$ cat src/design/test_mem_config.svh
/*
 * Build-time constants of the multi-ported test memory
 * Port count, address and data widths, length field and physical size
 */

`ifndef TEST_MEM_CONFIG_SVH
`define TEST_MEM_CONFIG_SVH

// Number of independent request/response ports
`define TM_NUM_PORTS 4

// Request byte address width
// Bits above the physical size are ignored
`define TM_ADDR_W 16

// Data width of requests and responses, a whole number of bytes
`define TM_DATA_W 32

// Physical storage in bytes, a power of two
`define TM_MEM_BYTES 256

// Length field width, zero encodes a full word
`define TM_LEN_W 2

`endif

$ cat src/design/mem_msg_pkg.sv
/*
 * Memory message definitions
 * Opcode enum, request struct and response struct
 */

`default_nettype none

`include "test_mem_config.svh"

package mem_msg_pkg;

  // --------------------
  // Opcode
  // --------------------

  typedef enum logic [0:0] {
    op_read  = 1'b0,
    op_write = 1'b1
  } mem_op_e;

  // --------------------
  // Request message
  // --------------------

  // Byte address of any alignment
  // Length counts bytes, zero means a full word
  typedef struct packed {
    mem_op_e               op;
    logic [`TM_ADDR_W-1:0] addr;
    logic [`TM_LEN_W-1:0]  len;
    logic [`TM_DATA_W-1:0] data;
  } mem_req_t;

  // --------------------
  // Response message
  // --------------------

  // Op and length echo the request
  // Data is the addressed word shifted down by the byte offset
  typedef struct packed {
    mem_op_e               op;
    logic [`TM_LEN_W-1:0]  len;
    logic [`TM_DATA_W-1:0] data;
  } mem_resp_t;

endpackage

`default_nettype wire

$ cat src/design/mem_geom_pkg.sv
/*
 * Physical geometry of the storage array
 * Derived sizes, block address, byte offset, byte count, write command
 */

`default_nettype none

`include "test_mem_config.svh"

package mem_geom_pkg;

  // --------------------
  // Derived sizes
  // --------------------

  localparam int word_bytes  = `TM_DATA_W / 8;
  localparam int num_words   = `TM_MEM_BYTES / word_bytes;
  localparam int phys_addr_w = $clog2(`TM_MEM_BYTES);
  localparam int offset_w    = $clog2(word_bytes);
  localparam int block_w     = $clog2(num_words);
  // One extra bit so a full word count fits
  localparam int count_w     = $clog2(word_bytes) + 1;

  // --------------------
  // Address pieces
  // --------------------

  // Word index into the array
  typedef logic [block_w-1:0]  block_addr_t;

  // Byte lane inside a word
  typedef logic [offset_w-1:0] byte_offset_t;

  // Effective length, 1 up to word_bytes
  typedef logic [count_w-1:0]  byte_count_t;

  // --------------------
  // Write command
  // --------------------

  // Data byte 0 lands at lane offset, bytes past the word end are lost
  typedef struct packed {
    logic                  en;
    block_addr_t           block_addr;
    byte_offset_t          offset;
    byte_count_t           count;
    logic [`TM_DATA_W-1:0] data;
  } mem_write_t;

endpackage

`default_nettype wire

$ cat src/design/mem_port_stage.sv
/*
 * One port of the test memory
 * Request buffer with strict stall, address split, length fix-up,
 * read alignment and write command generation
 */

`timescale 1ns/100ps
`default_nettype none

`include "test_mem_config.svh"

module mem_port_stage (
  input  logic                       clk,
  input  logic                       reset,

  // Request side
  input  logic                       memreq_val_i,
  input  mem_msg_pkg::mem_req_t      memreq_msg_i,
  output logic                       memreq_rdy_o,

  // Response side
  output logic                       memresp_val_o,
  output mem_msg_pkg::mem_resp_t     memresp_msg_o,
  input  logic                       memresp_rdy_i,

  // Array read port
  output mem_geom_pkg::block_addr_t  rd_addr_o,
  input  logic [`TM_DATA_W-1:0]      rd_word_i,

  // Array write port
  output mem_geom_pkg::mem_write_t   wr_cmd_o
);

  // --------------------
  // Request buffer
  // --------------------

  logic                        req_val_q;
  mem_msg_pkg::mem_req_t       req_q;

  // Valid bit clears on reset
  always_ff @(posedge clk) begin
    if (reset) begin
      req_val_q <= 1'b0;
    end else if (memresp_rdy_i) begin
      req_val_q <= memreq_val_i;
    end
  end

  // Payload loads on every ready cycle even without valid
  always_ff @(posedge clk) begin
    if (memresp_rdy_i) begin
      req_q <= memreq_msg_i;
    end
  end

  // Strict pipeline
  // The buffer frees up exactly when its response is taken
  assign memreq_rdy_o = memresp_rdy_i;

  // --------------------
  // Address decode
  // --------------------

  logic [mem_geom_pkg::phys_addr_w-1:0] phys_addr;
  mem_geom_pkg::block_addr_t            blk_addr;
  mem_geom_pkg::byte_offset_t           blk_off;

  // Upper request address bits fall outside the array and are dropped
  assign phys_addr = req_q.addr[mem_geom_pkg::phys_addr_w-1:0];

  // Word index above the lane bits
  assign blk_addr  = phys_addr[mem_geom_pkg::phys_addr_w-1:mem_geom_pkg::offset_w];
  assign blk_off   = phys_addr[mem_geom_pkg::offset_w-1:0];

  assign rd_addr_o = blk_addr;

  // --------------------
  // Length fix-up
  // --------------------

  mem_geom_pkg::byte_count_t byte_cnt;

  // Zero length stands for a whole word
  always_comb begin
    if (req_q.len == '0) begin
      byte_cnt = mem_geom_pkg::byte_count_t'(mem_geom_pkg::word_bytes);
    end else begin
      byte_cnt = mem_geom_pkg::byte_count_t'(req_q.len);
    end
  end

  // --------------------
  // Read alignment
  // --------------------

  logic [`TM_DATA_W-1:0] rd_data;

  // Addressed byte moves to lane 0 with zeros filled in at the top
  assign rd_data = rd_word_i >> {blk_off, 3'b000};

  // Response echoes op and raw length
  assign memresp_val_o = req_val_q;
  assign memresp_msg_o = '{
    op:   req_q.op,
    len:  req_q.len,
    data: rd_data
  };

  // --------------------
  // Write command
  // --------------------

  // Held during a stall so the same bytes are rewritten
  // Rewriting identical data leaves the array unchanged
  assign wr_cmd_o = '{
    en:         req_val_q && (req_q.op == mem_msg_pkg::op_write),
    block_addr: blk_addr,
    offset:     blk_off,
    count:      byte_cnt,
    data:       req_q.data
  };

endmodule

`default_nettype wire

$ cat config.mk
export PLATFORM = sky130hd
export DESIGN_NAME = mem_port_stage
export DESIGN_NICKNAME = d
export VERILOG_FILES = /design/src/design/mem_msg_pkg.sv /design/src/design/mem_geom_pkg.sv /design/src/design/mem_port_stage.sv
export VERILOG_INCLUDE_DIRS = /design/src /design/src/design
export SDC_FILE = /design/constraint.sdc
export NUM_CORES = 1
export LEC_CHECK = 0
export ABC_AREA = 1
export BUFFER_PORTS_ARGS = -buffer_cell sky130_fd_sc_hd__buf_2
export CAP_MARGIN = 30
export CORE_AREA = 2 2 104 76
export DETAILED_ROUTE_END_ITERATION = 16
export DIE_AREA = 0 0 106 78
export MAX_ROUTING_LAYER = met4
export PLACE_DENSITY = 0.66
export SLEW_MARGIN = 25
export SYNTH_ARGS = -nofsm -noshare
export SYNTH_HDL_FRONTEND = slang
export SYNTH_SLANG_ARGS = --single-unit
$ cat constraint.sdc
create_clock -name clk -period 0.85 [get_ports clk]
set_input_delay 0.0425 -clock clk [delete_from_list [all_inputs] [get_ports clk]]
set_output_delay 0.0425 -clock clk [all_outputs]
set_load 0.02 [all_outputs]
Word level (Yosys, flattened, before mapping)
Index checks and enable logic that the tools add are counted.
{"block": "word_totals", "reg_bits": 44, "input_bits": 87, "out_inout_bits": 87, "wordCells": 9}
{"block": "op_classes", "shifts": 1, "muxes": 1, "reduce_logical": 2}
{"cell": "32-bit by 5-bit right shift with 32-bit output", "n": 1}
{"cell": "3-bit 2-to-1 mux", "n": 1}
{"cell": "2-bit zero test", "n": 1}
{"cell": "1-bit logical AND", "n": 1}

Longest topological paths before layout
{"block": "logic_depth", "ltp_word": 2, "ltp_mapped": 6, "mapped_depth_nobuf": 4}

Least setup slack after synthesis
Ideal clock, no wire load.
{"block": "synth_timing", "kind": "flip-flop to output port", "from": "register req_q, in the netlist wr_cmd_o[36]", "to": "output port memresp_msg_o[26] (netlist name)", "t_arrival_ns": 1.339, "t_required_ns": 0.808, "path_slack_ns": -0.532, "stages_incl_launch_ff": 4, "n_path_buf": 2, "path_cell_list": "edfxtp_1 -> buf_2 -> buf_2 -> nor3_1"}
{"element": "from (decl)", "line_no": "mem_port_stage.sv:39", "rtl": "mem_msg_pkg::mem_req_t req_q;"}
{"element": "from (signal assigned)", "line_no": "mem_port_stage.sv:53", "rtl": "req_q <= memreq_msg_i;"}
{"element": "to (decl)", "line_no": "mem_port_stage.sv:23", "rtl": "output mem_msg_pkg::mem_resp_t memresp_msg_o,"}

==> impl_results.md <==
* Worst slew pin tran at 205 ps
* Synthesized flop and latch total at 44
* H-tree depth reported by CTS at 2
* Worst skew pair latency at roughly 290 ps
* Grt total ovfl at 0
* PortBufs at approximately 170
* Flop-to-flop setup slack at 240 ps
* Initial drt markers at 96
* Capture point of the worst path: memresp_msg_o[7]
* Fin. max-slew vios at 0
* CP arrival at 1400 ps
* Number of diodes at 0
* Status: finished, violations left
* Combinational family with the most area after synthesis: simple AND/OR/NAND/NOR gates
* Min Tclk post-route at between 1000 and 1500 ps
* Pre-CTS setup slack at -325 ps
* Num ports at around 170
* Synthesized area at between 0.002 and 0.0025 mm²
* Reg area at between 0.001 and 0.0015 mm²
* Seq/Total Area, Yosys at 0.614
* Reg2reg end: memresp_val_o
* Syn_nets at 313
* DR WL/cell at between 10 and 15 µm
* Die Wd at around 110 µm
* Ratio of cells with drive above 1 in the final layout at 0.618
* Pin count of the biggest net entering global routing at 34
* VDD IR max at 0.000982 V
* Most frequent cells in the layout: buf_2 (89), buf_6 (80), dlygate4sd3_1 (45), edfxtp_1 (43), inv_1 (34)
* Compound-gate portion of the synthesized area at 0.00234
* Root Buffer: clkbuf_8
* Synth Area in Simple Gates at 0.248
* Synth Area in XOR/XNOR at 0
* Total track usage at 0.177
* First-pass GRT wire length at between 10000 and 15000 µm
* Crit path kind: reg2out
* First-pass DRT Iterations at 4
* Critical Path Start Type: flop
* Antenna violations before repair at 0
* Clk sinks at 44
* Commonest non-fill, non-tap cell in the layout: buf_2
* Final core occ at 0.661
* Core Rows at 26
* Initial Utilization at 0.297
* Peak Freq at approximately 690 MHz
* Final Hold Viols at 0
* RD Place Congestion at approximately 0.82
* CP max FO at 6
* Final layout net count at 528
* CORE AREA at between 0.007 and 0.008 mm²
* Syn Inst Count at 226
* Setup WS post-layout at -595 ps
* DIE HEIGHT at just under 80 µm
* Vias in the first global route at roughly 2300
* Total wire length at between 7000 and 8000 µm
* Pwr/cell area at 1450 mW/mm²
* Drt drc at 0
* Post-synth cell types at 15
* Hold Path Class: in2reg
* Area after DPL at between 0.003 and 0.004 mm²
* Clock buffer depth at 2
* FILL cells at between 500 and 600
* Die ar. at 0.00827 mm²
* Area of the multi-input gates at 950 µm²
* Average footprint of a synthesized cell at about 9.5 µm²
* Setup violations, final at roughly 80
* CP required at 810 ps
* Yosys warnings at 0
* Routed Antenna Nets at 0
* Leak at 2.28 nW
* Max Cap Viol at 0
* Power, Total at between 6 and 7 mW
* Post-synthesis mux area share at 0
* Skew final at 0 ps
* Post-DP HPWL at between 4000 and 5000 µm
* R2R Path Start: memresp_val_o
* Critical path endpoint category: output port
* CTS tree: built
* Vias per cell at between 4 and 5
* Post-synthesis adder-cell area fraction at 0
* Worst rel slew slack at 0.863
* Hold_ws at between 200 and 250 ps
* Crit path from: wr_cmd_o[35]
* RSZ-0062 raised after global routing: true
* Via count at 2347
* Layout Area Growth over Synthesis at 122%
* Post-route cell area at about 0.0048 mm²
* Worst reg2reg path depth at 2
* Clk pin slew, worst setup/hold paths at ~80 ps
* Failing checks: negative setup slack
* Final period util at 1.70
* CTS buffer count at 5
-- sequential cells by signal, indices dropped and copies added (netlist names) --
name           count
memresp_val_o      1
rd_addr_o          6
memresp_msg_o      3
wr_cmd_o          34
-- where the power goes --
part | internal (mW) | switching (mW) | total, mW
Sequential | 2.57 | 0.0891 | 2.66
Combinational | 1.32 | 1.34 | 2.66
Clock | 0.873 | 0.692 | 1.56
Total | 4.76 | 2.12 | 6.88
-- how the worst min path moves through the flow --
stage,cells past startpoint,slack (ps),end,from
after floorplan,1,110,memresp_val_o,reset
after global placement,2,200,memresp_val_o,reset
after detailed placement,2,200,memresp_val_o,reset
after CTS,2,210,wr_cmd_o[15],memresp_rdy_i
after global routing,2,220,wr_cmd_o[15],memresp_rdy_i
final,2,220,wr_cmd_o[1],memresp_rdy_i
-- layer usage --
layer  up-vias  track usage  wire length (µm)
met3         8       0.0286               330
met2        74        0.330              4570
met4         0       0.0447                94
li1       1145            -                 -
met5         -            -                 0
met1      1120        0.197              2980
-- cell type report --
cell class | count | area share
clock inverter | 2 | 0.00737
sequential | 44 | 0.276
inverter | 36 | 0.0321
tap | 98 | 0.0258
timing repair buffer | 229 | 0.443
multi-input combinational | 125 | 0.200
clock buffer | 6 | 0.0153
-- synth_stat cells --
library cell  count  share of area
clkbuf_1          2         0.0035
nor2_1            9          0.016
inv_1            34          0.060
nand2_2           6          0.018
dfxtp_1           1         0.0094
nand2_1          69           0.12
a21oi_1           1         0.0023
nand3_1          32          0.075
inv_4             1         0.0029
buf_6             4          0.021
buf_4            10          0.035
buf_2             5          0.012
nor3_1            8          0.019
edfxtp_1         43           0.60
inv_2             1         0.0018
-- through the flow --
step | TNS [ps] | cells
2_1_floorplan | -8560 | 226
5_1_grt | -24890 | 540
3_5_place_dp | -8600 | 477
6_report | -20450 | 540
3_3_place_gp | -8440 | 477
4_1_cts | -21030 | 537
-- kinds of logic after synthesis --
family / count (synthesis)
flip-flops: 44
AND/OR/NAND/NOR: 124
AO/OA/AOI/OAI: 1
buffers and inverters: 57
-- timing repair --
action,CTS,global route
buffers inserted,3,0
resized for setup,114,100
gates cloned,4,3
setup endpoints to repair,86,85
pin swaps,4,17
hold endpoints to repair,44,0
hold buffers,45,0
-- critical path: stages, from the launching register on --
cell	delay (ps)
edfxtp_1	340
buf_6	160
clkinv_8	90
buf_6	140
nand2_2	70
nand3_1	90
nand2_2	90
buf_6	120
No activity file was read; power rests on OpenSTA's default activity.
